[src/rtl/rv_pkg.sv]
// RV32I subset types and encodings; CSR_LED_ADDR is the only CSR that is implemented
`default_nettype none

package rv_pkg;

  typedef logic [31:0] word;
  typedef logic [4:0] reg_idx;

  // one instruction word seen through each base format
  typedef union packed {
    struct packed {
      logic [6:0] funct7;
      logic [4:0] rs2;
      logic [4:0] rs1;
      logic [2:0] funct3;
      logic [4:0] rd;
      logic [6:0] opcode;
    } r;
    struct packed {
      logic [11:0] imm11_0;
      logic [4:0]  rs1;
      logic [2:0]  funct3;
      logic [4:0]  rd;
      logic [6:0]  opcode;
    } i;
    struct packed {
      logic [6:0] imm11_5;
      logic [4:0] rs2;
      logic [4:0] rs1;
      logic [2:0] funct3;
      logic [4:0] imm4_0;
      logic [6:0] opcode;
    } s;
    struct packed {
      logic       imm12;
      logic [5:0] imm10_5;
      logic [4:0] rs2;
      logic [4:0] rs1;
      logic [2:0] funct3;
      logic [3:0] imm4_1;
      logic       imm11;
      logic [6:0] opcode;
    } b;
    struct packed {
      logic [19:0] imm31_12;
      logic [4:0]  rd;
      logic [6:0]  opcode;
    } u;
  } instr_t;

  typedef enum logic [3:0] {
    ALU_ADD, ALU_SUB, ALU_SLL, ALU_SLT, ALU_SLTU, ALU_XOR,
    ALU_SRL, ALU_SRA, ALU_OR, ALU_AND, ALU_COPY_B
  } alu_op_t;

  typedef enum logic [1:0] {A_RS1, A_PC, A_ZERO} a_sel_t;
  typedef enum logic {B_RS2, B_IMM} b_sel_t;
  typedef enum logic [1:0] {WB_ALU, WB_MEM, WB_CSR, WB_PC4} wb_sel_t;
  // matches funct3[1:0] of loads and stores
  typedef enum logic [1:0] {MEM_BYTE, MEM_HALF, MEM_WORD} mem_width_t;
  typedef enum logic [1:0] {CSR_WRITE, CSR_SET, CSR_CLEAR} csr_op_t;

  typedef struct packed {
    a_sel_t     a_sel;
    b_sel_t     b_sel;
    alu_op_t    alu_op;
    logic       branch;
    logic       jump;
    wb_sel_t    wb_sel;
    logic       wb_en;
    logic       mem_write;
    mem_width_t mem_width;
    logic       mem_signed;
    logic       csr_en;
    csr_op_t    csr_op;
    logic       csr_imm;
  } ctrl_t;

  localparam int DMEM_WORDS = 256;
  localparam int IMEM_WORDS = 64;
  localparam logic [11:0] CSR_LED_ADDR = 12'h7c0;
  // addi x0, x0, 0
  localparam word NOP_INSTR = 32'h0000_0013;

  localparam logic [6:0] OPC_LUI    = 7'b0110111;
  localparam logic [6:0] OPC_AUIPC  = 7'b0010111;
  localparam logic [6:0] OPC_JAL    = 7'b1101111;
  localparam logic [6:0] OPC_JALR   = 7'b1100111;
  localparam logic [6:0] OPC_BRANCH = 7'b1100011;
  localparam logic [6:0] OPC_LOAD   = 7'b0000011;
  localparam logic [6:0] OPC_STORE  = 7'b0100011;
  localparam logic [6:0] OPC_OP_IMM = 7'b0010011;
  localparam logic [6:0] OPC_OP     = 7'b0110011;
  localparam logic [6:0] OPC_SYSTEM = 7'b1110011;

  localparam logic [2:0] F3_BEQ  = 3'b000;
  localparam logic [2:0] F3_BNE  = 3'b001;
  localparam logic [2:0] F3_BLT  = 3'b100;
  localparam logic [2:0] F3_BGE  = 3'b101;
  localparam logic [2:0] F3_BLTU = 3'b110;
  localparam logic [2:0] F3_BGEU = 3'b111;

  localparam logic [2:0] F3_LB  = 3'b000;
  localparam logic [2:0] F3_LH  = 3'b001;
  localparam logic [2:0] F3_LW  = 3'b010;
  localparam logic [2:0] F3_LBU = 3'b100;
  localparam logic [2:0] F3_LHU = 3'b101;

  localparam logic [2:0] F3_ADD_SUB = 3'b000;
  localparam logic [2:0] F3_SLL     = 3'b001;
  localparam logic [2:0] F3_SLT     = 3'b010;
  localparam logic [2:0] F3_SLTU    = 3'b011;
  localparam logic [2:0] F3_XOR     = 3'b100;
  localparam logic [2:0] F3_SRL_SRA = 3'b101;
  localparam logic [2:0] F3_OR      = 3'b110;
  localparam logic [2:0] F3_AND     = 3'b111;

endpackage

`default_nettype wire

[src/rtl/csr_led.sv]
// only the led CSR exists; reads of any other CSR address return zero and writes are dropped
`default_nettype none
`timescale 1ns/10ps

module csr_led (
  input  wire                 clk,
  input  wire                 reset,
  input  wire [11:0]          addr,
  input  wire rv_pkg::word    rs1_data,
  input  wire rv_pkg::reg_idx zimm,
  input  wire rv_pkg::ctrl_t  ctrl,
  output rv_pkg::word         old_value,
  output rv_pkg::word         led
);
  import rv_pkg::*;

  word led_q;
  word operand;
  logic hit;

  assign hit     = (addr == CSR_LED_ADDR);
  assign operand = ctrl.csr_imm ? {27'b0, zimm} : rs1_data;

  // value before this cycle's update
  assign old_value = hit ? led_q : '0;

  always_ff @(posedge clk) begin
    if (reset) begin
      led_q <= '0;
    end else if (ctrl.csr_en && hit) begin
      case (ctrl.csr_op)
        CSR_SET:   led_q <= led_q | operand;
        CSR_CLEAR: led_q <= led_q & ~operand;
        default:   led_q <= operand;
      endcase
    end
  end

  assign led = led_q;

endmodule

`default_nettype wire

[config.mk]
export PLATFORM = sky130hd
export DESIGN_NAME = csr_led
export DESIGN_NICKNAME = d
export VERILOG_FILES = /design/src/rtl/rv_pkg.sv /design/src/rtl/csr_led.sv
export SDC_FILE = /design/constraint.sdc
export NUM_CORES = 1
export LEC_CHECK = 0
export BUFFER_PORTS_ARGS = -buffer_cell sky130_fd_sc_hd__buf_2
export CORE_ASPECT_RATIO = 0.7
export CORE_MARGIN = 1.5
export CORE_UTILIZATION = 45
export CTS_BUF_LIST = sky130_fd_sc_hd__clkbuf_4
export DETAILED_ROUTE_END_ITERATION = 6
export PLACE_DENSITY = 0.91
export SETUP_SLACK_MARGIN = 0.15
export SLEW_MARGIN = 10
export SYNTH_ARGS = -nofsm -noshare
export SYNTH_HDL_FRONTEND = slang
export SYNTH_SLANG_ARGS = --single-unit
[constraint.sdc]
create_clock -name clk -period 2.6 [get_ports clk]
set_input_delay 0.39 -clock clk [delete_from_list [all_inputs] [get_ports clk]]
set_output_delay 0.39 -clock clk [all_outputs]
set_load 0.05 [all_outputs]
# --- Yosys cells after proc, flatten, opt, wreduce, memory -nomap -nowiden ---
# Cells that the tools add are included.
# Widths: inputs -> output; s select.
totals:
  memories: 0
  romBits: 0
  latch_bits: 0
  input_bits: 71
  ram_bits: 0
  word_cells: 11
  register_bits: 32
  out_inout_bits: 64
op_classes:
  n_reduce_logical: 1
  n_mul: 0
  n_div: 0
  n_mux: 3
  n_addsub: 0
  n_eq_ne: 3
  magnitude_cmp: 0
  bitwise_logic: 3
  shift: 0
op_table:
  columns: ["cell", "count"]
  rows:
  - ["$mux 32", 2]
  - ["$pmux 32 s2", 1]
  - ["$and 32x32->32", 1]
  - ["$not 32->32", 1]
  - ["$or 32x32->32", 1]
  - ["$eq 12x11->1 const B", 1]
  - ["$eq 2x1->1 const B", 1]
  - ["$eq 2x2->1 const B", 1]
  - ["$logic_and 1x1->1", 1]

# --- Logic depth before layout (Yosys ltp) ---
logic_depth:
  word_depth: 4
  depth_mapped: 8
  mapped_depth_nobuf: 6

# --- Worst setup path after synthesis ---
# Ideal clock, no wire load.
synth_timing:
  kind: "input to output"
  startpoint: "in addr[1]"
  endpoint: "out old_value[10]"
  stages: 4
  slack_ns: 0.303
  arrival_time_ns: 1.907
  t_required_ns: 2.210
  n_path_buf: 1
  cell_sequence: "or4_4 nor3_1 clkbuf_1 and2_1"
synth_between:
  elab_chain_len: 2
synth_rtl:
  columns: ["item", "line", "text"]
  rows:
  - ["from (decl)", "csr_led.sv:8", "input wire [11:0] addr,"]
  - ["$eq 12x11->1", "csr_led.sv:21", "assign hit = (addr == CSR_LED_ADDR);"]
  - ["$mux 32", "csr_led.sv:25", "assign old_value = hit ? led_q : '0;"]
  - ["to (decl)", "csr_led.sv:12", "output rv_pkg::word old_value,"]
# No other way between the ends.

# --- Final worst setup path ---
layout_timing:
  startpoint: "in addr[1]"
  endpoint: "out old_value[12]"
# The elaborated chain is that of the path after synthesis.

==> reports/metrics.yaml <==
status: "complete, no violations"
preCtsSetupSlack_ns: 0.208
worstMarginPinSlew_ns: 0.659
fillerInstances: 442
dpl.hpwl_um: 3920
port_buffers: 118
post_cts_resized: 0
critPathKind: "input port to output pin"
final_cell_mix: "118 x buf_2, 59 x nand2_1, 41 x a21oi_1"
core-area_um2: 4760
vias_per_cell: 5.15
pin_count: 135
synth-seq-cells: 32
track_usage_pct: 20.6
antennaDiodeCount: 0
nNetsFinal: 471
grt_pass1_vias: 2001
power.density_nw_per_um2: 331
root_buffer: "clkbuf_4"
clockBufferDepth: 2
grt_pass1_wl_um: 8730
post_cts_buffers: 0
max-vdd-ir-drop_mv: 0.150
clk_pin_slew_ns: 0.10
period_needed_ns: 2.29
fin_worst_skew_ns: 0
grt_max_degree: 65
ant_nets: 0
synthTopCellsByArea: "dfxtp_1 29%, a211o_1 11%, nand2_1 10%"
antenna_found_initial: 0
worstPathRequired_ns: 2.21
fin_crit_sh_pct: 88.1
die_h_um: 61.8
start_kind: "input port"
cp.arrival_ns: 1.90
stdcell_area_um2: 2860
gr-total-overflow: 0
slew_viol_final: 0
drc: 0
cts_tree: "done"
hold_path_class: "input port to flip-flop"
firstDrtPassIters: 5
cp_cell_sequence: "buf_2, or4_4, nor3_2, buf_4, and2_1, buf_2"
relSlewSlack_pct: 56.1
reg2reg_from: "led[10]"
synth_fp_nets: 368
fmax_mhz: 436
num_vias: 2410
worstPathMaxFanout: 32
syn_area_um2: 2220
min-delay-start: "rs1_data[10]"
layout-drive-gt1-share_pct: 39.1
drt-wirelength-per-cell_um: 12.7
clk_latency_ns: 0.31
synth_area_leader_cell: "dfxtp_1"
synth_top_area_share_pct: 28.9
grt_setup_unrepaired: "no"
die-area_um2: 5370
cp_slowest_cell: "or4_4"
maxCapViolCount: 0
startpoint: "addr[1]"
die_width_um: 86.9
largest_reg_flops: 32
synth.distinct_cells: 21
endpoint_kind: "output pin"
syn_area_per_cell_um2: 7.52
setup_tns_ns: 0
syn_inst: 295
timing.final.hold_violations: 0
htreeDepth: 2
synthToLayoutAreaGrowth_pct: 28.8
worst_slack_ns: 0.309
start_util_pct: 46.7
cpPeakStageDelay_ns: 0.53
gp_congestion: 0.689
cts_buffers: 5
drt_wl_total_um: 5950
p_leak_uw: 0.00128
placed_area_um2: 2800
holdBufCountCts: 0
drtIter0Drc: 99
ys_warn_count: 0
rows: 21
cts_sinks: 32
cpMostUsedCell: "buf_2"
ys_seq_area_share_pct: 28.9
setup_violations: 0
mostFrequentLayoutCell: "buf_2"
## worst max-delay path, delay by kind of cell
kind,cells,cell delay (ns)
buffers and inverters,3,0.63
AND/OR/NAND/NOR,3,0.86
## final timing paths
path / cells past startpoint / to / slack [ns]
worst max register to register: 3 / led[10] / 1.64
worst min register to register: 2 / led[31] / 0.48
worst max-delay path: 6 / old_value[12] / 0.31
worst min-delay path: 4 / led[10] / 0.47
## power breakdown
part           internal (µW)  leakage (µW)  switching, µW
Combinational           66.1      0.000991            105
Clock                    125     0.0000338            162
Sequential               490      0.000258         0.0220
Total                    681       0.00128            267
## layout make-up
class,count,area [µm²],share of cell area (%)
clock buffer,7,52.6,1.84
sequential,32,641,22.4
inverter,5,18.8,0.656
timing repair buffer,122,621,21.7
tap,69,86.3,3.02
clock inverter,1,3.75,0.131
multi-input combinational,232,1440,50.2
## per-stage QoR
step	utilization [%]	instances	hold WS, ns	total power [µW]
global route	60.1	468	0.465	992
CTS	60.1	468	0.446	957
global placement	58.9	460	0.462	666
detailed placement	58.9	460	0.472	671
floorplan	-	295	0.633	605
finish	60.1	468	0.466	947
## Yosys cell counts, drive strengths merged
| master | number |
|---|---|
| a21oi | 64 |
| nand2 | 59 |
| and2 | 32 |
| dfxtp | 32 |
| a211o | 27 |
| nand2b | 27 |
| clkbuf | 18 |
| buf | 8 |
| a32o | 5 |
| inv | 5 |
| mux2i | 5 |
| nor2 | 5 |
| ha | 2 |
| or4 | 2 |
| nand4b | 1 |
| nand4bb | 1 |
| nor3 | 1 |
| or2 | 1 |
## metal layers
layer,vias up,part of all wire [%],GRT usage (%),wire (µm)
li1,1212,-,-,-
met4,0,0.17,4.84,10
met1,1114,47,25.2,2790
met2,82,47,38.0,2780
met5,-,0,0,0
met3,2,6.3,4.49,375
## logic make-up after synthesis
family          after synthesis  synth area share, %
buf+inv                      31                 6.65
flops                        32                 28.9
compound gates               96                 31.2
simple gates                129                 29.9
mux                           5                 2.25
fa+ha+maj                     2                 1.13
Note: power is estimated with default switching activity, not from simulation.
