<file path="config.mk">
export PLATFORM = sky130hd
export DESIGN_NAME = branch_logic
export DESIGN_NICKNAME = d
export VERILOG_FILES = /design/src/rtl/rv_pkg.sv /design/src/rtl/branch_logic.sv
export SDC_FILE = /design/constraint.sdc
export NUM_CORES = 1
export LEC_CHECK = 0
export BUFFER_PORTS_ARGS = -buffer_cell sky130_fd_sc_hd__buf_2
export CAP_MARGIN = 10
export CORE_MARGIN = 1.5
export CORE_UTILIZATION = 39
export DETAILED_ROUTE_END_ITERATION = 12
export GPL_ROUTABILITY_DRIVEN = 0
export PLACE_DENSITY = 0.92
export SYNTH_ARGS = -nofsm -noshare
export SYNTH_HDL_FRONTEND = slang
export SYNTH_SLANG_ARGS = --single-unit
</file>
<file path="constraint.sdc">
create_clock -name vclk -period 2.05
set_input_delay 0.205 -clock vclk [all_inputs]
set_output_delay 0.205 -clock vclk [all_outputs]
set_load 0.1 [all_outputs]
</file>
<file path="src/rtl/rv_pkg.sv">
// RV32I subset types and encodings; CSR_LED_ADDR is the only CSR that is implemented
`default_nettype none

package rv_pkg;

  typedef logic [31:0] word;
  typedef logic [4:0] reg_idx;

  // one instruction word seen through each base format
  typedef union packed {
    struct packed {
      logic [6:0] funct7;
      logic [4:0] rs2;
      logic [4:0] rs1;
      logic [2:0] funct3;
      logic [4:0] rd;
      logic [6:0] opcode;
    } r;
    struct packed {
      logic [11:0] imm11_0;
      logic [4:0]  rs1;
      logic [2:0]  funct3;
      logic [4:0]  rd;
      logic [6:0]  opcode;
    } i;
    struct packed {
      logic [6:0] imm11_5;
      logic [4:0] rs2;
      logic [4:0] rs1;
      logic [2:0] funct3;
      logic [4:0] imm4_0;
      logic [6:0] opcode;
    } s;
    struct packed {
      logic       imm12;
      logic [5:0] imm10_5;
      logic [4:0] rs2;
      logic [4:0] rs1;
      logic [2:0] funct3;
      logic [3:0] imm4_1;
      logic       imm11;
      logic [6:0] opcode;
    } b;
    struct packed {
      logic [19:0] imm31_12;
      logic [4:0]  rd;
      logic [6:0]  opcode;
    } u;
  } instr_t;

  typedef enum logic [3:0] {
    ALU_ADD, ALU_SUB, ALU_SLL, ALU_SLT, ALU_SLTU, ALU_XOR,
    ALU_SRL, ALU_SRA, ALU_OR, ALU_AND, ALU_COPY_B
  } alu_op_t;

  typedef enum logic [1:0] {A_RS1, A_PC, A_ZERO} a_sel_t;
  typedef enum logic {B_RS2, B_IMM} b_sel_t;
  typedef enum logic [1:0] {WB_ALU, WB_MEM, WB_CSR, WB_PC4} wb_sel_t;
  // matches funct3[1:0] of loads and stores
  typedef enum logic [1:0] {MEM_BYTE, MEM_HALF, MEM_WORD} mem_width_t;
  typedef enum logic [1:0] {CSR_WRITE, CSR_SET, CSR_CLEAR} csr_op_t;

  typedef struct packed {
    a_sel_t     a_sel;
    b_sel_t     b_sel;
    alu_op_t    alu_op;
    logic       branch;
    logic       jump;
    wb_sel_t    wb_sel;
    logic       wb_en;
    logic       mem_write;
    mem_width_t mem_width;
    logic       mem_signed;
    logic       csr_en;
    csr_op_t    csr_op;
    logic       csr_imm;
  } ctrl_t;

  localparam int DMEM_WORDS = 256;
  localparam int IMEM_WORDS = 64;
  localparam logic [11:0] CSR_LED_ADDR = 12'h7c0;
  // addi x0, x0, 0
  localparam word NOP_INSTR = 32'h0000_0013;

  localparam logic [6:0] OPC_LUI    = 7'b0110111;
  localparam logic [6:0] OPC_AUIPC  = 7'b0010111;
  localparam logic [6:0] OPC_JAL    = 7'b1101111;
  localparam logic [6:0] OPC_JALR   = 7'b1100111;
  localparam logic [6:0] OPC_BRANCH = 7'b1100011;
  localparam logic [6:0] OPC_LOAD   = 7'b0000011;
  localparam logic [6:0] OPC_STORE  = 7'b0100011;
  localparam logic [6:0] OPC_OP_IMM = 7'b0010011;
  localparam logic [6:0] OPC_OP     = 7'b0110011;
  localparam logic [6:0] OPC_SYSTEM = 7'b1110011;

  localparam logic [2:0] F3_BEQ  = 3'b000;
  localparam logic [2:0] F3_BNE  = 3'b001;
  localparam logic [2:0] F3_BLT  = 3'b100;
  localparam logic [2:0] F3_BGE  = 3'b101;
  localparam logic [2:0] F3_BLTU = 3'b110;
  localparam logic [2:0] F3_BGEU = 3'b111;

  localparam logic [2:0] F3_LB  = 3'b000;
  localparam logic [2:0] F3_LH  = 3'b001;
  localparam logic [2:0] F3_LW  = 3'b010;
  localparam logic [2:0] F3_LBU = 3'b100;
  localparam logic [2:0] F3_LHU = 3'b101;

  localparam logic [2:0] F3_ADD_SUB = 3'b000;
  localparam logic [2:0] F3_SLL     = 3'b001;
  localparam logic [2:0] F3_SLT     = 3'b010;
  localparam logic [2:0] F3_SLTU    = 3'b011;
  localparam logic [2:0] F3_XOR     = 3'b100;
  localparam logic [2:0] F3_SRL_SRA = 3'b101;
  localparam logic [2:0] F3_OR      = 3'b110;
  localparam logic [2:0] F3_AND     = 3'b111;

endpackage

`default_nettype wire

</file>
<file path="src/rtl/branch_logic.sv">
// conditional branches only; jumps are resolved in the commit unit
`default_nettype none
`timescale 1ns/10ps

module branch_logic (
  input  wire rv_pkg::word   rs1_data,
  input  wire rv_pkg::word   rs2_data,
  input  wire [2:0]          funct3,
  input  wire rv_pkg::ctrl_t ctrl,
  output logic               taken
);
  import rv_pkg::*;

  logic cond;

  always_comb begin
    case (funct3)
      F3_BEQ:  cond = (rs1_data == rs2_data);
      F3_BNE:  cond = (rs1_data != rs2_data);
      F3_BLT:  cond = ($signed(rs1_data) < $signed(rs2_data));
      F3_BGE:  cond = ($signed(rs1_data) >= $signed(rs2_data));
      F3_BLTU: cond = (rs1_data < rs2_data);
      F3_BGEU: cond = (rs1_data >= rs2_data);
      // 010 and 011 are not branches
      default: cond = 1'b0;
    endcase
  end

  assign taken = ctrl.branch && cond;

endmodule

`default_nettype wire

</file>
## Yosys cells after proc, flatten, opt, wreduce, memory -nomap -nowiden

Cells that the tools add are included.

| word-level totals | value |
|---|---|
| word-level logic and storage cells | 14 |
| input bits | 87 |
| register bits | 0 |

| operators by class | value |
|---|---|
| magnitude comparators | 4 |
| muxes and demuxes | 1 |
| eq/ne operators | 7 |
| reductions and logical operators | 2 |

Operators with widths:

| kind | count |
|---|---|
| 32-bit >= comparator | 2 |
| 32-bit less-than comparator | 2 |
| 32-bit == test | 1 |
| 32-bit != test | 1 |
| 3-bit == test (second input constant) | 4 |
| 1-bit case mux with 6 select lines | 1 |
| 3-bit by 1-bit == test with 1-bit output (second input constant) | 1 |
| 3-bit zero test | 1 |
| 1-bit logical AND | 1 |

## Logic depth before layout (Yosys ltp)

| depth | value |
|---|---|
| depth in word-level cells | 3 |
| depth in mapped cells | 8 |

## Worst setup path before layout

Ideal clock, no wire load.

| timing | value |
|---|---|
| path kind | input to output |
| from | input rs2_data[25] |
| to | output taken |
| slack | -1.100 ns |
| arrival time | 2.945 ns |
| stages on the path | 8 |
| path through | inv_1 -> ha_1 -> nand4_2 -> nor4_4 -> nand3_2 -> and2b_2 -> o31ai_2 -> mux2i_1 |

| between the ends | value |
|---|---|
| word-level cells in the longest chain between the ends | 3 |

RTL lines:

| element | line | text |
|---|---|---|
| start, declared | branch_logic.sv:7 | `input wire rv_pkg::word rs2_data,` |
| 32-bit >= comparator, or another cell as far along | branch_logic.sv:23 | `F3_BGEU: cond = (rs1_data >= rs2_data);` |
| 1-bit case mux with 6 select lines * | branch_logic.sv:17 | `case (funct3)` |
| 1-bit logical AND * | branch_logic.sv:29 | `assign taken = ctrl.branch && cond;` |
| end, declared | branch_logic.sv:10 | `output logic taken` |

Mark *: on every way between the ends. The rest lies on a longest branch, timed or not.

## Worst setup path after layout

| timing | value |
|---|---|
| from | input rs2_data[23] |
| to | output taken |

The elaborated chain is that of the path after synthesis.

==> flow_summary.ini <==
[outcome]
run_status = finished with violations
violated_checks = negative setup slack

[cells_and_area]
seq_cells = 0
design.final.nets = 319
antenna_cells = 0
finalInstanceArea_um2 = 1760
nClkBuffers = 0
flow.area_growth_from_synthesis_pct = 89.9
register_area_um2 = 0
fill_cells = 157
drive_gt1_frac = 0.591

[timing]
finalMaxSlewViolations = 0
final_min_period_over_clock_period = 1.05
rsz_0062_raised_after_global_routing = true
finalWorstSetupSlack_ns = -0.0952
max_clock_freq_ghz = 0.466
final-hold-violation-count = 0
setup_viol = 1
slew_headroom = 0.809
tightest_slew_ns = 0.285
layout_min_cycle_time_ns = 2.15

[setup_path]
timing.critical_path.arrival_ns = 1.94
cp-start-kind = input port
path_max_fanout = 2
crit_type = input port to output pin
worst_ep_required_time_ns = 1.85
end_kind = output pin

[power]
pwr_density_cell_nw_per_um2 = 212
total_power_mw = 0.374
p_sw_frac = 0.458
p_int_mw = 0.203
clkPwrFrac = 0
netSwitchingPower_mw = 0.172
ir_drop_worst_vdd_mv = 0.151
seqPwrFrac = 0
power.combinational.fraction = 1.000
power.static_leakage_nw = 0.888

[floorplan]
effective_utilization_at_floorplan = 0.416
placement_rows = 17
fp.coreArea_um2 = 2230
die-height_um = 51.8
die_width_um = 51.8
top_level_ports = 88
die_area_um2 = 2680

[global_route]
globalRoute.totalOverflow = 0
grt_pass1_wl_um = 4570
number_of_antenna_violations_at_the_first_check_in_global_routing = 0
grt_usage = 0.221
first_global_vias = 1196
grt_start_max_net_pins = 7

[routing]
postRouteWirelength_um = 3080
detail-route-antenna-nets = 0
wire_per_inst_um = 13.6
drc = 0
drtPass1Iterations = 4
route.vias.total = 1192
drtIter0Drc = 6
via_density_per_instance = 5.27

[synthesis]
yosys.area_share.simple = 0.228
post_synth.cell_area_avg_um2 = 7.43
netlist-cell-type-count = 28
combinational_family_with_the_most_area_after_synthesis = adder cells
post_synth_xor_area_fraction = 0.00943
netlist_area_um2 = 928
area_fraction_in_compound_gates_after_synthesis = 0.181
synth_adder_area_share = 0.431
syn-instance-count = 125
yosys-mux-area-fraction = 0.0216
synth.net_count = 244
synth.largest_area_cell = sky130_fd_sc_hd__ha_1
ys_warn_count = 0
synth.area.top_cells = sky130_fd_sc_hd__ha_1, sky130_fd_sc_hd__inv_1, sky130_fd_sc_hd__a21oi_1
synth_top_area_share = 0.431
synth-seq-area-share = 0

[job]
drv.max_cap_violation_count = 0

[placement]
post-dp-hpwl_um = 2070
io_buffers = 69
placement.cell_area_um2 = 1440

[min_path]
hold_path_class = input port to output pin
==> Yosys cell counts, drive strengths merged (2+ instances only) <==
library cell	instances
a211oi	2
a21oi	13
nand3	5
a21o	3
nand2	3
o21ai	4
nand4	8
nor2	5
mux2i	2
inv	32
nor2b	2
ha	32
==> final timing paths <==
kind	start	to	slack (ns)	depth (start not counted)
setup / recovery	rs2_data[23]	taken	-0.1	10
hold / removal	ctrl[12]	taken	0.84	4
==> placed cells by master (no fill, tap or decap), drive strengths merged, types with 3 or more instances in the layout <==
cell type,count
ha,32
nor2,5
nand4,8
a21o,3
o21ai,4
nand2,3
a21oi,13
nand3,5
buf,73
inv,32
==> logic make-up after synthesis <==
| kind of cell | after synthesis |
|---|---|
| AND/OR/NAND/NOR | 31 |
| buffers and inverters | 32 |
| XOR/XNOR | 1 |
| multiplexers | 2 |
| adder cells (fa/ha/maj) | 32 |
| AO/OA/AOI/OAI | 27 |
==> layer usage <==
metal / up-vias / track usage / share of wire / wire, um
met3: 14 / 0.0259 / 0.074 / 227
met5: - / 0 / 0 / 0
met4: 0 / 0.0702 / 0.042 / 129
met2: 59 / 0.472 / 0.54 / 1650
met1: 527 / 0.210 / 0.35 / 1070
li1: 592 / - / - / -
==> what timing repair did <==
| action | CTS | global route |
|---|---|---|
| pin swaps | 14 | 8 |
| hold buffers | 0 | 0 |
| gates resized for setup | 39 | 15 |
| endpoints found under the setup margin | 1 | 1 |
| buffers inserted | 0 | 1 |
==> worst max-delay path, cell delays in order <==
cell and delay (ns):
sky130_fd_sc_hd__buf_2 0.11, sky130_fd_sc_hd__inv_4 0.04, sky130_fd_sc_hd__ha_4 0.23, sky130_fd_sc_hd__buf_4 0.14, sky130_fd_sc_hd__a21oi_1 0.20, sky130_fd_sc_hd__a21oi_1 0.13
sky130_fd_sc_hd__nor4b_2 0.30, sky130_fd_sc_hd__o2111ai_2 0.17, sky130_fd_sc_hd__mux2i_4 0.22, sky130_fd_sc_hd__buf_12 0.20
==> stage by stage <==
| stage | setup WS [ns] | util | cells | hold slack (ns) | TNS [ns] |
|---|---|---|---|---|---|
| final | -0.0952 | 0.789 | 226 | 0.841 | -0.0952 |
| after global routing | -0.190 | 0.789 | 226 | 0.855 | -0.190 |
| after CTS | -0.0833 | 0.755 | 225 | 0.840 | -0.0833 |
| after detailed placement | -0.276 | 0.646 | 225 | 0.849 | -0.276 |
| after global placement | -0.240 | 0.646 | 225 | 0.842 | -0.240 |
| after floorplan | -0.172 | - | 125 | 0.701 | -0.172 |
==> layout make-up <==
type	instances	area (um2)	share of cell area
inverters	32	145	0.0823
multi-input cells	93	1070	0.608
well taps	28	35.0	0.0199
repair buffers	73	512	0.290
==> power groups by stage <==
stage | sequential (mW) | clock (mW) | combinational (mW)
5_1_grt | 0 | 0 | 0.410
6_report | 0 | 0 | 0.374
3_5_place_dp | 0 | 0 | 0.277
3_3_place_gp | 0 | 0 | 0.269
4_1_cts | 0 | 0 | 0.336
2_1_floorplan | 0 | 0 | 0.158
No activity file was read; power rests on OpenSTA's default activity.
