[src/rtl/rv_pkg.sv]
// RV32I subset types and encodings; CSR_LED_ADDR is the only CSR that is implemented
`default_nettype none

package rv_pkg;

  typedef logic [31:0] word;
  typedef logic [4:0] reg_idx;

  // one instruction word seen through each base format
  typedef union packed {
    struct packed {
      logic [6:0] funct7;
      logic [4:0] rs2;
      logic [4:0] rs1;
      logic [2:0] funct3;
      logic [4:0] rd;
      logic [6:0] opcode;
    } r;
    struct packed {
      logic [11:0] imm11_0;
      logic [4:0]  rs1;
      logic [2:0]  funct3;
      logic [4:0]  rd;
      logic [6:0]  opcode;
    } i;
    struct packed {
      logic [6:0] imm11_5;
      logic [4:0] rs2;
      logic [4:0] rs1;
      logic [2:0] funct3;
      logic [4:0] imm4_0;
      logic [6:0] opcode;
    } s;
    struct packed {
      logic       imm12;
      logic [5:0] imm10_5;
      logic [4:0] rs2;
      logic [4:0] rs1;
      logic [2:0] funct3;
      logic [3:0] imm4_1;
      logic       imm11;
      logic [6:0] opcode;
    } b;
    struct packed {
      logic [19:0] imm31_12;
      logic [4:0]  rd;
      logic [6:0]  opcode;
    } u;
  } instr_t;

  typedef enum logic [3:0] {
    ALU_ADD, ALU_SUB, ALU_SLL, ALU_SLT, ALU_SLTU, ALU_XOR,
    ALU_SRL, ALU_SRA, ALU_OR, ALU_AND, ALU_COPY_B
  } alu_op_t;

  typedef enum logic [1:0] {A_RS1, A_PC, A_ZERO} a_sel_t;
  typedef enum logic {B_RS2, B_IMM} b_sel_t;
  typedef enum logic [1:0] {WB_ALU, WB_MEM, WB_CSR, WB_PC4} wb_sel_t;
  // matches funct3[1:0] of loads and stores
  typedef enum logic [1:0] {MEM_BYTE, MEM_HALF, MEM_WORD} mem_width_t;
  typedef enum logic [1:0] {CSR_WRITE, CSR_SET, CSR_CLEAR} csr_op_t;

  typedef struct packed {
    a_sel_t     a_sel;
    b_sel_t     b_sel;
    alu_op_t    alu_op;
    logic       branch;
    logic       jump;
    wb_sel_t    wb_sel;
    logic       wb_en;
    logic       mem_write;
    mem_width_t mem_width;
    logic       mem_signed;
    logic       csr_en;
    csr_op_t    csr_op;
    logic       csr_imm;
  } ctrl_t;

  localparam int DMEM_WORDS = 256;
  localparam int IMEM_WORDS = 64;
  localparam logic [11:0] CSR_LED_ADDR = 12'h7c0;
  // addi x0, x0, 0
  localparam word NOP_INSTR = 32'h0000_0013;

  localparam logic [6:0] OPC_LUI    = 7'b0110111;
  localparam logic [6:0] OPC_AUIPC  = 7'b0010111;
  localparam logic [6:0] OPC_JAL    = 7'b1101111;
  localparam logic [6:0] OPC_JALR   = 7'b1100111;
  localparam logic [6:0] OPC_BRANCH = 7'b1100011;
  localparam logic [6:0] OPC_LOAD   = 7'b0000011;
  localparam logic [6:0] OPC_STORE  = 7'b0100011;
  localparam logic [6:0] OPC_OP_IMM = 7'b0010011;
  localparam logic [6:0] OPC_OP     = 7'b0110011;
  localparam logic [6:0] OPC_SYSTEM = 7'b1110011;

  localparam logic [2:0] F3_BEQ  = 3'b000;
  localparam logic [2:0] F3_BNE  = 3'b001;
  localparam logic [2:0] F3_BLT  = 3'b100;
  localparam logic [2:0] F3_BGE  = 3'b101;
  localparam logic [2:0] F3_BLTU = 3'b110;
  localparam logic [2:0] F3_BGEU = 3'b111;

  localparam logic [2:0] F3_LB  = 3'b000;
  localparam logic [2:0] F3_LH  = 3'b001;
  localparam logic [2:0] F3_LW  = 3'b010;
  localparam logic [2:0] F3_LBU = 3'b100;
  localparam logic [2:0] F3_LHU = 3'b101;

  localparam logic [2:0] F3_ADD_SUB = 3'b000;
  localparam logic [2:0] F3_SLL     = 3'b001;
  localparam logic [2:0] F3_SLT     = 3'b010;
  localparam logic [2:0] F3_SLTU    = 3'b011;
  localparam logic [2:0] F3_XOR     = 3'b100;
  localparam logic [2:0] F3_SRL_SRA = 3'b101;
  localparam logic [2:0] F3_OR      = 3'b110;
  localparam logic [2:0] F3_AND     = 3'b111;

endpackage

`default_nettype wire

[src/rtl/commit_unit.sv]
// next pc and writeback select; jalr is told from jal by the rs1 operand select
`default_nettype none
`timescale 1ns/10ps

module commit_unit (
  input  wire rv_pkg::word   pc,
  input  wire rv_pkg::word   imm,
  input  wire rv_pkg::word   alu_res,
  input  wire rv_pkg::word   mem_data,
  input  wire rv_pkg::word   csr_old,
  input  wire                taken,
  input  wire rv_pkg::ctrl_t ctrl,
  output rv_pkg::word        next_pc,
  output rv_pkg::word        wb_data
);
  import rv_pkg::*;

  word pc_plus4;
  word pc_target;

  assign pc_plus4  = pc + 32'd4;
  assign pc_target = pc + imm;

  always_comb begin
    if (ctrl.jump && (ctrl.a_sel == A_RS1)) begin
      // jalr target with bit 0 dropped
      next_pc = {alu_res[31:1], 1'b0};
    end else if (ctrl.jump || taken) begin
      next_pc = pc_target;
    end else begin
      next_pc = pc_plus4;
    end
  end

  always_comb begin
    case (ctrl.wb_sel)
      WB_MEM:  wb_data = mem_data;
      WB_CSR:  wb_data = csr_old;
      WB_PC4:  wb_data = pc_plus4;
      default: wb_data = alu_res;
    endcase
  end

endmodule

`default_nettype wire

[config.mk]
export PLATFORM = sky130hd
export DESIGN_NAME = commit_unit
export DESIGN_NICKNAME = d
export VERILOG_FILES = /design/src/rtl/rv_pkg.sv /design/src/rtl/commit_unit.sv
export SDC_FILE = /design/constraint.sdc
export NUM_CORES = 1
export LEC_CHECK = 0
export BUFFER_PORTS_ARGS = -buffer_cell sky130_fd_sc_hd__buf_4
export CAP_MARGIN = 20
export CORE_AREA = 2 2 94 96
export DETAILED_ROUTE_END_ITERATION = 7
export DIE_AREA = 0 0 96 98
export GPL_TIMING_DRIVEN = 0
export PLACE_DENSITY_LB_ADDON = 0.08
export SETUP_SLACK_MARGIN = 0.3
export SLEW_MARGIN = 25
export SYNTH_ARGS = -nofsm -noshare
export SYNTH_HDL_FRONTEND = slang
export SYNTH_SLANG_ARGS = --single-unit
export TNS_END_PERCENT = 30
[constraint.sdc]
create_clock -name vclk -period 8.3
set_clock_uncertainty 0.1 [all_clocks]
set_input_delay 1.245 -clock vclk [all_inputs]
set_output_delay 1.245 -clock vclk [all_outputs]
set_load 0.02 [all_outputs]
Word-level counts from Yosys, hierarchy flattened. Cells that the tools add are included.

Register bits after elaboration: 0. Input port bits: 181. Output and inout bits: 64.

$add $sub $neg: 2. Equal/unequal tests: 3. Muxes and demuxes: 3. Reduce and logical (&&, ||, !) cells: 3.

Operators by type and width (number): 32-bit one-hot mux with 3 select lines (1); 32-bit two-way mux (2); 32-bit by 3-bit adder with 32-bit output, second input constant (1); 32-bit adder (1); 2-bit == test, second input constant (2); 2-bit by 1-bit == test with 1-bit output, second input constant (1); 2-bit logical NOT (1); 1-bit logical AND (1); 1-bit logical OR (1).

Depth between registers and ports, before layout.
Word-level depth: 3. Depth in mapped cells: 9.

Worst setup path after synthesis. No wires, ideal clock.

Path kind: in2out. Start point: input port pc[0]. End point: output port next_pc[26]. Data arrival time: 3497 ps. Slack: 3458 ps. Cell stages on the path: 9. Buffers on the path: 0. Path through: ha_1 > fa_1 > a21oi_1 > o211ai_2 > o2bb2ai_1 > o211ai_1 > o21bai_1 > xnor2_1 > a221oi_1.

Longest elaborated chain between the ends: 3.

Ends and longest elaborated chain: start, declared (RTL line commit_unit.sv:6) `input wire rv_pkg::word pc,`; 32-bit by 3-bit adder with 32-bit output or 32-bit adder (tied branches) (RTL line commit_unit.sv:21, commit_unit.sv:22); 32-bit two-way mux * (RTL line commit_unit.sv:28) `end else if (ctrl.jump || taken) begin`; 32-bit two-way mux * (RTL line commit_unit.sv:25) `if (ctrl.jump && (ctrl.a_sel == A_RS1)) begin`; end, declared (RTL line commit_unit.sv:13) `output rv_pkg::word next_pc,`.

Mark *: on every way between the ends. The rest lies on a longest branch, timed or not.

Worst setup path after layout. Ends and elaborated chain as after synthesis.

==> impl_metrics.csv <==
group,metric,value,unit
run_status,status,"finished, final reports clean",
synthesis,synthDistinctLibCells,64,
placement,dpl_cell_area,0.005630,mm²
synthesis,ys_top_cells_by_area,"mux4_2, ha_1, a21oi_1",
sta,layout_worst_path_cycle_share,63.43,%
worst_setup_path,endpoint_kind,"primary output",
grt,grt_pass1_wl,26830,µm
die,start_util,44.61,%
worst_setup_path,crit_type,"primary input to primary output",
sta,finalHoldViolations,0,
final_layout,final_util,66.51,%
die,rows,34,
sta,setup_viol,0,
synthesis,yosys.area.top_type,"mux4_2",
clock_tree,cts_setup_buffers,0,
grt,grt_max_degree,11,
final_layout,seqCellArea,0,µm²
synthesis,post_synth.cell_area_avg,7.262,µm²
pwr,p_comb_share,100.0,%
grt,first_global_vias,5072,
sta,fin_crit,5.264,ns
pwr,ir_worst_vdd,0.03893,mV
worst_setup_path,cp_max_fo,4,
placement,post-dp-hpwl,14970,µm
sta,rsz0062_at_grt,"false",
clock_tree,hold_buffers,0,
grt,grt_usage,36.79,%
synthesis,syn_area,0.003776,mm²
final_layout,n_fill_cell,770,
final_layout,fin_cells,857,
clock_tree,ctsResizeCount,0,
die,die_h,98,µm
sta,worst_pin_slew,0.9126,ns
synthesis,yosysTopAreaCellShare,16.10,%
sta,maxSlewViolCount,0,
synthesis,yosysSeqAreaShare,0,%
grt,antenna_found_initial,0,
synthesis,synth_warnings,0,
final_layout,layout.nets,965,
pwr,leakagePower,2.579,nW
worst_setup_path,crit_required,6.95,ns
die,dieWidth,96,µm
final_layout,diodes,0,
grt,overflow,0,
sta,max_freq,0.1900,GHz
pwr,power.density,84.97,mW/mm²
sta,slew_headroom,39.16,%
drt,routed_via_density,6.259,
sta,holdWs,2.738,ns
drt,dr.pass1.iters,7,
final_layout,numSequentialCells,0,
synthesis,synthCells,520,
die,core,0.008466,mm²
sta,setup_tns,0,ns
synthesis,synthesis.nets,734,
pwr,p_clk_share,0,%
drt,wl_per_cell,21.38,µm
drt,drc,0,
final_layout,design_area,0.005630,mm²
placement,io_buffers,229,
pwr,p_switching,0.2639,mW
die,die_area,0.009408,mm²
placement,gp_congestion,0.9787,
drt,ant_nets,0,
hold_path,holdCritPathClass,"primary input to primary output",
drt,vias,5364,
die,io_pins,245,
worst_setup_path,cp.arrival,3.92,ns
final_layout,clock_buffers,0,
flow_run,drv_cap,0,
pwr,internal-power,0.2145,mW
pwr,swShare,55.15,%
drt,drt_iter0_drc,480,
final_layout,synthToLayoutAreaGrowth,49.11,%
final_layout,drive_gt1_share,38.45,%
placement,place_inst,857,
pwr,power.share.sequential,0,%
drt,wirelength,18330,µm
worst_setup_path,worstSetupStartpointType,"primary input",
## power by group through the flow
stage | combinational (mW) | clock, mW | sequential, mW
after floorplan | 0.267 | 0 | 0
after global placement | 0.463 | 0 | 0
after detailed placement | 0.469 | 0 | 0
after CTS | 0.470 | 0 | 0
after global routing | 0.507 | 0 | 0
final | 0.478 | 0 | 0
## layout by cell type, fill, tap and decap left out, types with 3 or more instances in the layout
cell,instances
mux2i_1,5
o21ai_0,28
nand4_1,19
and4_1,5
a21o_1,7
buf_4,229
and2_1,4
nand2_1,60
clkbuf_1,20
xnor2_1,30
or3_1,3
nor3_1,7
xor2_1,21
and3_1,12
ha_1,32
o22ai_1,10
buf_2,12
a221oi_1,4
nor2_1,43
o31ai_1,3
inv_1,10
o21a_1,4
o21bai_1,7
o211ai_1,6
nand2b_1,3
nand3_1,20
a22oi_1,3
a21oi_1,55
mux2_2,3
a31oi_1,16
mux4_2,27
## cell type report
| type | instances | area, µm² | area share, % |
|---|---|---|---|
| timing repair buffer | 229 | 1719 | 30.53 |
| multi-input combinational | 476 | 3595 | 63.84 |
| inverter | 10 | 37.54 | 0.6667 |
| tap | 108 | 135.1 | 2.400 |
| buffer | 34 | 143.9 | 2.556 |
## cell families after synthesis
family,share of synthesized area (%)
and+or+nand+nor,25.18
AOI/OAI and AO/OA,28.03
xor gates and xnor gates,11.83
buffers and inverters,4.804
muxes,19.02
adders and majority gates,11.13
## worst max-delay path, stage by stage
cell,delay (ns)
buf_4,0.12
ha_1,0.23
fa_1,0.42
a21oi_1,0.28
o211ai_2,0.19
o2bb2ai_1,0.18
o211ai_1,0.38
o21bai_1,0.16
xnor2_1,0.20
a221oi_1,0.31
buf_4,0.20
## synthesized netlist by cell type, drive strengths merged (9+ instances only)
master / number
xor2: 21
nand2: 62
ha: 32
nand4: 19
a31oi: 16
clkbuf: 21
nor2: 43
nand3: 20
nor3: 9
mux4: 28
xnor2: 30
and3: 13
inv: 10
o21ai: 29
o22ai: 10
buf: 13
a21oi: 57
## per-layer routing
metal | vias up | share of wire [%] | GRT usage, % | wire length (µm)
li1 | 2462 | - | - | -
met1 | 2525 | 40 | 48.41 | 7330
met2 | 327 | 48 | 61.86 | 8763
met3 | 50 | 8.9 | 5.093 | 1624
met4 | 0 | 3.3 | 10.77 | 606
met5 | - | 0 | 0 | 0
## path summary, 6_finish.rpt
path / endpoint / cells past startpoint / slack [ns] / start
worst max-delay path: next_pc[26] / 11 / 3.04 / pc[0]
worst min-delay path: next_pc[2] / 4 / 2.74 / alu_res[2]
## through the flow
stage | total power [mW] | worst slack [ns]
2_1_floorplan | 0.2672 | 3.458
3_5_place_dp | 0.4686 | 3.087
3_3_place_gp | 0.4625 | 3.101
5_1_grt | 0.5075 | 2.871
6_report | 0.4784 | 3.036
4_1_cts | 0.4700 | 3.088
Note: power is estimated with default switching activity, not from simulation.
