[config.mk]
export PLATFORM = sky130hd
export DESIGN_NAME = decoder
export DESIGN_NICKNAME = d
export VERILOG_FILES = /design/src/rtl/rv_pkg.sv /design/src/rtl/decoder.sv
export SDC_FILE = /design/constraint.sdc
export NUM_CORES = 1
export LEC_CHECK = 0
export BUFFER_PORTS_ARGS = -buffer_cell sky130_fd_sc_hd__buf_4
export CORE_AREA = 2 2 51 53
export DETAILED_ROUTE_END_ITERATION = 7
export DIE_AREA = 0 0 53 55
export PLACE_DENSITY = 0.87
export SLEW_MARGIN = 20
export SYNTH_ARGS = -nofsm -noshare
export SYNTH_HDL_FRONTEND = slang
export SYNTH_SLANG_ARGS = --single-unit
export TNS_END_PERCENT = 100
[constraint.sdc]
create_clock -name vclk -period 7.5
set_clock_uncertainty 0.15 [all_clocks]
set_input_delay 1.875 -clock vclk [all_inputs]
set_output_delay 1.875 -clock vclk [all_outputs]
set_load 0.03 [all_outputs]
[src/rtl/rv_pkg.sv]
// RV32I subset types and encodings; CSR_LED_ADDR is the only CSR that is implemented
`default_nettype none

package rv_pkg;

  typedef logic [31:0] word;
  typedef logic [4:0] reg_idx;

  // one instruction word seen through each base format
  typedef union packed {
    struct packed {
      logic [6:0] funct7;
      logic [4:0] rs2;
      logic [4:0] rs1;
      logic [2:0] funct3;
      logic [4:0] rd;
      logic [6:0] opcode;
    } r;
    struct packed {
      logic [11:0] imm11_0;
      logic [4:0]  rs1;
      logic [2:0]  funct3;
      logic [4:0]  rd;
      logic [6:0]  opcode;
    } i;
    struct packed {
      logic [6:0] imm11_5;
      logic [4:0] rs2;
      logic [4:0] rs1;
      logic [2:0] funct3;
      logic [4:0] imm4_0;
      logic [6:0] opcode;
    } s;
    struct packed {
      logic       imm12;
      logic [5:0] imm10_5;
      logic [4:0] rs2;
      logic [4:0] rs1;
      logic [2:0] funct3;
      logic [3:0] imm4_1;
      logic       imm11;
      logic [6:0] opcode;
    } b;
    struct packed {
      logic [19:0] imm31_12;
      logic [4:0]  rd;
      logic [6:0]  opcode;
    } u;
  } instr_t;

  typedef enum logic [3:0] {
    ALU_ADD, ALU_SUB, ALU_SLL, ALU_SLT, ALU_SLTU, ALU_XOR,
    ALU_SRL, ALU_SRA, ALU_OR, ALU_AND, ALU_COPY_B
  } alu_op_t;

  typedef enum logic [1:0] {A_RS1, A_PC, A_ZERO} a_sel_t;
  typedef enum logic {B_RS2, B_IMM} b_sel_t;
  typedef enum logic [1:0] {WB_ALU, WB_MEM, WB_CSR, WB_PC4} wb_sel_t;
  // matches funct3[1:0] of loads and stores
  typedef enum logic [1:0] {MEM_BYTE, MEM_HALF, MEM_WORD} mem_width_t;
  typedef enum logic [1:0] {CSR_WRITE, CSR_SET, CSR_CLEAR} csr_op_t;

  typedef struct packed {
    a_sel_t     a_sel;
    b_sel_t     b_sel;
    alu_op_t    alu_op;
    logic       branch;
    logic       jump;
    wb_sel_t    wb_sel;
    logic       wb_en;
    logic       mem_write;
    mem_width_t mem_width;
    logic       mem_signed;
    logic       csr_en;
    csr_op_t    csr_op;
    logic       csr_imm;
  } ctrl_t;

  localparam int DMEM_WORDS = 256;
  localparam int IMEM_WORDS = 64;
  localparam logic [11:0] CSR_LED_ADDR = 12'h7c0;
  // addi x0, x0, 0
  localparam word NOP_INSTR = 32'h0000_0013;

  localparam logic [6:0] OPC_LUI    = 7'b0110111;
  localparam logic [6:0] OPC_AUIPC  = 7'b0010111;
  localparam logic [6:0] OPC_JAL    = 7'b1101111;
  localparam logic [6:0] OPC_JALR   = 7'b1100111;
  localparam logic [6:0] OPC_BRANCH = 7'b1100011;
  localparam logic [6:0] OPC_LOAD   = 7'b0000011;
  localparam logic [6:0] OPC_STORE  = 7'b0100011;
  localparam logic [6:0] OPC_OP_IMM = 7'b0010011;
  localparam logic [6:0] OPC_OP     = 7'b0110011;
  localparam logic [6:0] OPC_SYSTEM = 7'b1110011;

  localparam logic [2:0] F3_BEQ  = 3'b000;
  localparam logic [2:0] F3_BNE  = 3'b001;
  localparam logic [2:0] F3_BLT  = 3'b100;
  localparam logic [2:0] F3_BGE  = 3'b101;
  localparam logic [2:0] F3_BLTU = 3'b110;
  localparam logic [2:0] F3_BGEU = 3'b111;

  localparam logic [2:0] F3_LB  = 3'b000;
  localparam logic [2:0] F3_LH  = 3'b001;
  localparam logic [2:0] F3_LW  = 3'b010;
  localparam logic [2:0] F3_LBU = 3'b100;
  localparam logic [2:0] F3_LHU = 3'b101;

  localparam logic [2:0] F3_ADD_SUB = 3'b000;
  localparam logic [2:0] F3_SLL     = 3'b001;
  localparam logic [2:0] F3_SLT     = 3'b010;
  localparam logic [2:0] F3_SLTU    = 3'b011;
  localparam logic [2:0] F3_XOR     = 3'b100;
  localparam logic [2:0] F3_SRL_SRA = 3'b101;
  localparam logic [2:0] F3_OR      = 3'b110;
  localparam logic [2:0] F3_AND     = 3'b111;

endpackage

`default_nettype wire

[src/rtl/decoder.sv]
// decodes the supported RV32I subset only; anything else becomes a nop with all enables off
`default_nettype none
`timescale 1ns/10ps

module decoder (
  input  wire rv_pkg::instr_t instr,
  output rv_pkg::reg_idx      rs1,
  output rv_pkg::reg_idx      rs2,
  output rv_pkg::reg_idx      rd,
  output rv_pkg::word         imm,
  output rv_pkg::ctrl_t       ctrl
);
  import rv_pkg::*;

  word imm_i;
  word imm_s;
  word imm_b;
  word imm_u;
  word imm_j;
  logic [2:0] f3;

  function automatic alu_op_t alu_decode(logic [2:0] funct3, logic alt, logic is_reg);
    case (funct3)
      F3_ADD_SUB: return (is_reg && alt) ? ALU_SUB : ALU_ADD;
      F3_SLL:     return ALU_SLL;
      F3_SLT:     return ALU_SLT;
      F3_SLTU:    return ALU_SLTU;
      F3_XOR:     return ALU_XOR;
      F3_SRL_SRA: return alt ? ALU_SRA : ALU_SRL;
      F3_OR:      return ALU_OR;
      default:    return ALU_AND;
    endcase
  endfunction

  assign rs1 = instr.r.rs1;
  assign rs2 = instr.r.rs2;
  assign rd  = instr.r.rd;
  assign f3  = instr.r.funct3;

  // immediates through the format views
  assign imm_i = {{20{instr.i.imm11_0[11]}}, instr.i.imm11_0};
  assign imm_s = {{20{instr.s.imm11_5[6]}}, instr.s.imm11_5, instr.s.imm4_0};
  assign imm_b = {{20{instr.b.imm12}}, instr.b.imm11, instr.b.imm10_5, instr.b.imm4_1, 1'b0};
  assign imm_u = {instr.u.imm31_12, 12'b0};
  // J bits are scattered across the U field
  assign imm_j = {{12{instr.u.imm31_12[19]}}, instr.u.imm31_12[7:0], instr.u.imm31_12[8],
                  instr.u.imm31_12[18:9], 1'b0};

  always_comb begin
    ctrl = '0;
    imm  = imm_i;
    case (instr.r.opcode)
      OPC_LUI: begin
        imm = imm_u;
        ctrl.a_sel  = A_ZERO;
        ctrl.b_sel  = B_IMM;
        ctrl.alu_op = ALU_COPY_B;
        ctrl.wb_en  = 1'b1;
      end
      OPC_AUIPC: begin
        imm = imm_u;
        ctrl.a_sel = A_PC;
        ctrl.b_sel = B_IMM;
        ctrl.wb_en = 1'b1;
      end
      OPC_JAL: begin
        imm = imm_j;
        ctrl.a_sel  = A_PC;
        ctrl.b_sel  = B_IMM;
        ctrl.jump   = 1'b1;
        ctrl.wb_sel = WB_PC4;
        ctrl.wb_en  = 1'b1;
      end
      OPC_JALR: begin
        ctrl.b_sel  = B_IMM;
        ctrl.jump   = 1'b1;
        ctrl.wb_sel = WB_PC4;
        ctrl.wb_en  = 1'b1;
      end
      OPC_BRANCH: begin
        imm = imm_b;
        ctrl.branch = 1'b1;
      end
      OPC_LOAD: begin
        ctrl.b_sel  = B_IMM;
        ctrl.wb_sel = WB_MEM;
        ctrl.wb_en  = 1'b1;
        case (f3)
          F3_LB:  ctrl.mem_width = MEM_BYTE;
          F3_LH:  ctrl.mem_width = MEM_HALF;
          F3_LW:  ctrl.mem_width = MEM_WORD;
          F3_LBU: ctrl.mem_width = MEM_BYTE;
          F3_LHU: ctrl.mem_width = MEM_HALF;
          default: ctrl.wb_en = 1'b0;
        endcase
        ctrl.mem_signed = (f3 == F3_LB) || (f3 == F3_LH);
      end
      OPC_STORE: begin
        imm = imm_s;
        ctrl.b_sel     = B_IMM;
        ctrl.mem_write = 1'b1;
        ctrl.mem_width = mem_width_t'(f3[1:0]);
      end
      OPC_OP_IMM: begin
        ctrl.b_sel  = B_IMM;
        ctrl.alu_op = alu_decode(f3, instr.r.funct7[5], 1'b0);
        ctrl.wb_en  = 1'b1;
      end
      OPC_OP: begin
        ctrl.alu_op = alu_decode(f3, instr.r.funct7[5], 1'b1);
        ctrl.wb_en  = 1'b1;
      end
      OPC_SYSTEM: begin
        // csr address sits in imm[11:0]
        ctrl.wb_sel  = WB_CSR;
        ctrl.csr_imm = f3[2];
        ctrl.csr_en  = (f3[1:0] != 2'b00);
        ctrl.wb_en   = (f3[1:0] != 2'b00);
        case (f3[1:0])
          2'b10:   ctrl.csr_op = CSR_SET;
          2'b11:   ctrl.csr_op = CSR_CLEAR;
          default: ctrl.csr_op = CSR_WRITE;
        endcase
      end
      default: ctrl = '0;
    endcase
  end

endmodule

`default_nettype wire

# Word level (Yosys, flattened, before mapping)
# Cells that the tools add are included.
# W data, S select, Z words.
[word_totals]
regBits = 0
inputBits = 32
output_inout_bits = 67
wordCells = 47
[classes]
eq_ne = 18
n_mux = 19
n_reduce_logical = 10
[op_table]
columns = ["cell", "count"]
rows = [
  ["$pmux W31 S4", 1],
  ["$pmux W4 S7", 2],
  ["$eq A7 B7 Y1 const B", 4],
  ["$eq A7 B6 Y1 const B", 3],
  ["$pmux W2 S2", 4],
  ["$eq A7 B5 Y1 const B", 2],
  ["$pmux W4 S3", 1],
  ["$eq A3 B3 Y1 const B", 3],
  ["$mux W1", 8],
  ["$reduce_or A2 Y1", 4],
  ["$eq A7 B2 Y1 const B", 1],
  ["$reduce_or A7 Y1", 1],
  ["$eq A3 B2 Y1 const B", 2],
  ["$pmux W2 S3", 1],
  ["$reduce_or A6 Y1", 1],
  ["$reduce_or A5 Y1", 1],
  ["$eq A2 B2 Y1 const B", 2],
  ["$mux W4", 1],
  ["$eq A3 B1 Y1 const B", 1],
  ["$logic_not A3 Y1", 1],
  ["$pmux W1 S3", 1],
  ["$reduce_bool A2 Y1", 1],
  ["$logic_or A1 B1 Y1", 1],
]

# Depth between registers and ports, before layout
[depth]
word_depth = 4
ltp_mapped = 5
mapped_depth_nobuf = 3

# Worst setup path after synthesis
# Ideal clock, no wire load.
[synth_path]
path_kind = "input port to output port"
start = "in instr[6] (netlist name)"
end = "out ctrl[5] (netlist name)"
arrival_time_ps = 3967
t_required_ps = 5475
setup_slack_ps = 1508
stages = 4
n_path_buf = 1
cell_sequence = "buf_6 -> nor3_2 -> nand2_1 -> a2111oi_0"
[synth_lines]
columns = ["item", "line", "text"]
rows = [
  ["start, declared", "decoder.sv:6", "input wire rv_pkg::instr_t instr,"],
  ["end, declared", "decoder.sv:11", "output rv_pkg::ctrl_t ctrl"],
]

# Worst setup path in the final report
[layout_path]
start = "in instr[6] (netlist name)"
end = "out imm[16]"
[layout_between]
elab_chain_cells = 3
word_cells_on_any_way = 7
cone_classes = "5 x eq/ne; 1 x mux; 1 x reduce/logical"
[layout_rtl]
columns = ["item", "line", "text"]
rows = [
  ["$eq A7 B5 Y1 / $eq A7 B6 Y1 (equally long branches)", "decoder.sv:52", "case (instr.r.opcode)"],
  ["$reduce_or A2 Y1 (no line)", "n/a", ""],
  ["$pmux W31 S4 (*)", "decoder.sv:52", ""],
  ["end, declared", "decoder.sv:10", "output rv_pkg::word imm,"],
]
# Mark *: on every way between the ends. The rest lies on a longest branch, timed or not.

==> impl_metrics.py <==
metrics = {
    "status": {
        "status": "complete, no violations",
    },
    "hold_path": {
        "min_from": "instr[18]",
        "hp-class": "input pin to primary output",
    },
    "sta": {
        "relSlewSlack_pct": 43.3,
        "fin_crit_sh_pct": 71.5,
        "fmaxAchievable_ghz": 0.186,
        "final_max_slew_viol_count": 0,
        "layout_setup_ws_ps": 2130,
        "period_needed_ps": 5370,
        "tightestPinTransition_ps": 851,
        "setup_viol": 0,
        "rsz0062_at_grt": "false",
        "hold_viol": 0,
        "setup_tns_ps": 0,
    },
    "synthesis": {
        "synth_area_um2": 857,
        "synth_top_area_cell": "buf_4",
        "yosysWarningCount": 0,
        "ys_top_cells_by_area": "buf_4 15%, a21o_1 11%, mux2_2 9.2%, nor2b_1 7.3%, a22o_1 4.1%",
        "ys_types": 41,
        "yosysSeqAreaShare_pct": 0,
        "avgSynthCellArea_um2": 6.86,
        "syn_inst": 125,
        "yosysTopAreaCellShare_pct": 14.9,
        "synth_nets": 157,
    },
    "power": {
        "p_leak_uw": 0.000814,
        "power_density_nw_per_um2": 66.4,
        "vdd_drop_max_mv": 0.0488,
    },
    "grt": {
        "grt_pass1_wl_um": 4250,
        "grt_usage_pct": 18.5,
        "antenna_found_initial": 0,
        "grt_pass1_vias": 894,
        "grt_max_degree": 18,
        "gr-total-overflow": 0,
    },
    "setup_path": {
        "critical_path_class": "input pin to primary output",
        "path_max_fanout": 10,
        "path_delay_family": "simple AND/OR/NAND/NOR gates",
        "worst_setup_path_start_kind": "input pin",
        "cp.buffers_inverters": 2,
        "arrival_ps": 3340,
        "critPathMaxStageDelay_ps": 430,
        "crit_path_start": "instr[6]",
        "critPathSlowestCell": "or3b_4",
        "path_cells": "buf_4 > or3b_4 > a21oi_4 > mux2_2 > buf_4",
        "path_common_cell": "buf_4",
        "crit_path_end_kind": "primary output",
        "required_ps": 5480,
    },
    "detailed_routing": {
        "drc": 0,
        "wirelength_um": 3040,
        "wl_per_cell_um": 13.1,
        "vias": 1182,
        "avgViaCountPerCell": 5.12,
        "dr.first_iter.drc_count": 26,
        "drt_first_pass_iters": 4,
        "ant_nets": 0,
    },
    "final_layout": {
        "drive_gt1_share_pct": 55.2,
        "num-fill-cells": 220,
        "clockBufferCount": 0,
        "regArea_um2": 0,
        "nets": 235,
        "insertedDiodeCount": 0,
        "area_growth_pct": 72.6,
        "post-route-util_pct": 62.5,
        "design.seq.count": 0,
    },
    "placement": {
        "pre_cts_slack_ps": 2140,
        "io_buffers": 99,
        "gp_congestion": 0.793,
        "hpwl_um": 2540,
    },
    "cts": {
        "cts_resized": 0,
        "post_cts.repair.setup_buffers": 0,
        "postCtsHoldBufs": 0,
    },
    "die": {
        "die_area_um2": 2920,
        "coreArea_um2": 2360,
        "die_w_um": 53,
        "row_count": 18,
        "fp.dieH_um": 55,
        "initial_utilization_pct": 36.2,
        "pin_count": 99,
    },
    "run": {
        "drv_cap": 0,
    },
}
-- metal layers --
layer / part of all wire, % / routed length [um] / up-vias / GRT usage, %
li1: - / - / 592 / -
met3: 4.8 / 146 / 2 / 1.08
met5: 0 / 0 / - / 0
met2: 55 / 1660 / 35 / 32.7
met4: 0.59 / 18 / 0 / 1.28
met1: 40 / 1210 / 553 / 26.0
-- path summary, 6_finish.rpt --
| kind | end | slack [ps] | cells past startpoint |
|---|---|---|---|
| setup / recovery | imm[16] | 2130 | 5 |
| hold / removal | rs1[3] | 3830 | 2 |
-- cells by family after synthesis --
family	Yosys count	synth area share, %
multiplexers	9	11.5
AND/OR/NAND/NOR	51	35.0
buffers and inverters	29	21.2
AO/OA/AOI/OAI	36	32.3
-- cell type report --
type | count | area, um^2 | area share [%]
Multi-Input combinational cell | 96 | 676 | 45.7
Inverter | 6 | 22.5 | 1.52
Tap cell | 30 | 37.5 | 2.54
Timing Repair Buffer | 99 | 743 | 50.3
-- power by group --
group | switching [uW] | total [uW] | leakage, uW | internal (uW)
combinational | 57.7 | 98.2 | 0.000814 | 40.5
sequential | 0 | 0 | 0 | 0
clock | 0 | 0 | 0 | 0
total | 57.7 | 98.2 | 0.000814 | 40.5
-- placed cells by master (no fill, tap or decap), drive strengths merged, types with 2 or more instances in the layout --
| master | Yosys | layout |
|---|---|---|
| buf | 19 | 99 |
| a21o | 12 | 12 |
| nor2b | 10 | 10 |
| nor2 | 10 | 10 |
| nand2 | 8 | 8 |
| mux2 | 7 | 7 |
| inv | 6 | 6 |
| o21ai | 6 | 6 |
| a22o | 4 | 4 |
| nor3 | 4 | 4 |
| and3 | 3 | 3 |
| nand2b | 3 | 3 |
| nand4 | 3 | 3 |
| a21oi | 3 | 3 |
| nor3b | 2 | 2 |
| mux2i | 2 | 2 |
-- metrics by stage --
| stage | instances | hold WS (ps) | power (uW) | instance area [um^2] |
|---|---|---|---|---|
| 2_1_floorplan | 125 | 3720 | 61.3 | 857 |
| 3_3_place_gp | 231 | 3820 | 97.3 | 1480 |
| 3_5_place_dp | 231 | 3830 | 98.4 | 1480 |
| 4_1_cts | 231 | 3830 | 98.5 | 1480 |
| 5_1_grt | 231 | 3830 | 104 | 1480 |
| 6_report | 231 | 3830 | 98.2 | 1480 |
-- synth_stat cells, types with 2 or more instances --
cell type / n
o21ai_0: 6
mux2_2: 7
a21oi_1: 2
nor3_1: 3
a22o_1: 4
nor3b_1: 2
inv_1: 6
nand4_1: 3
nor2b_1: 10
mux2i_1: 2
nand2b_1: 3
nand2_1: 8
nor2_1: 9
and3_1: 3
clkbuf_1: 4
buf_4: 17
a21o_1: 12
No activity file was read; power rests on OpenSTA's default activity.
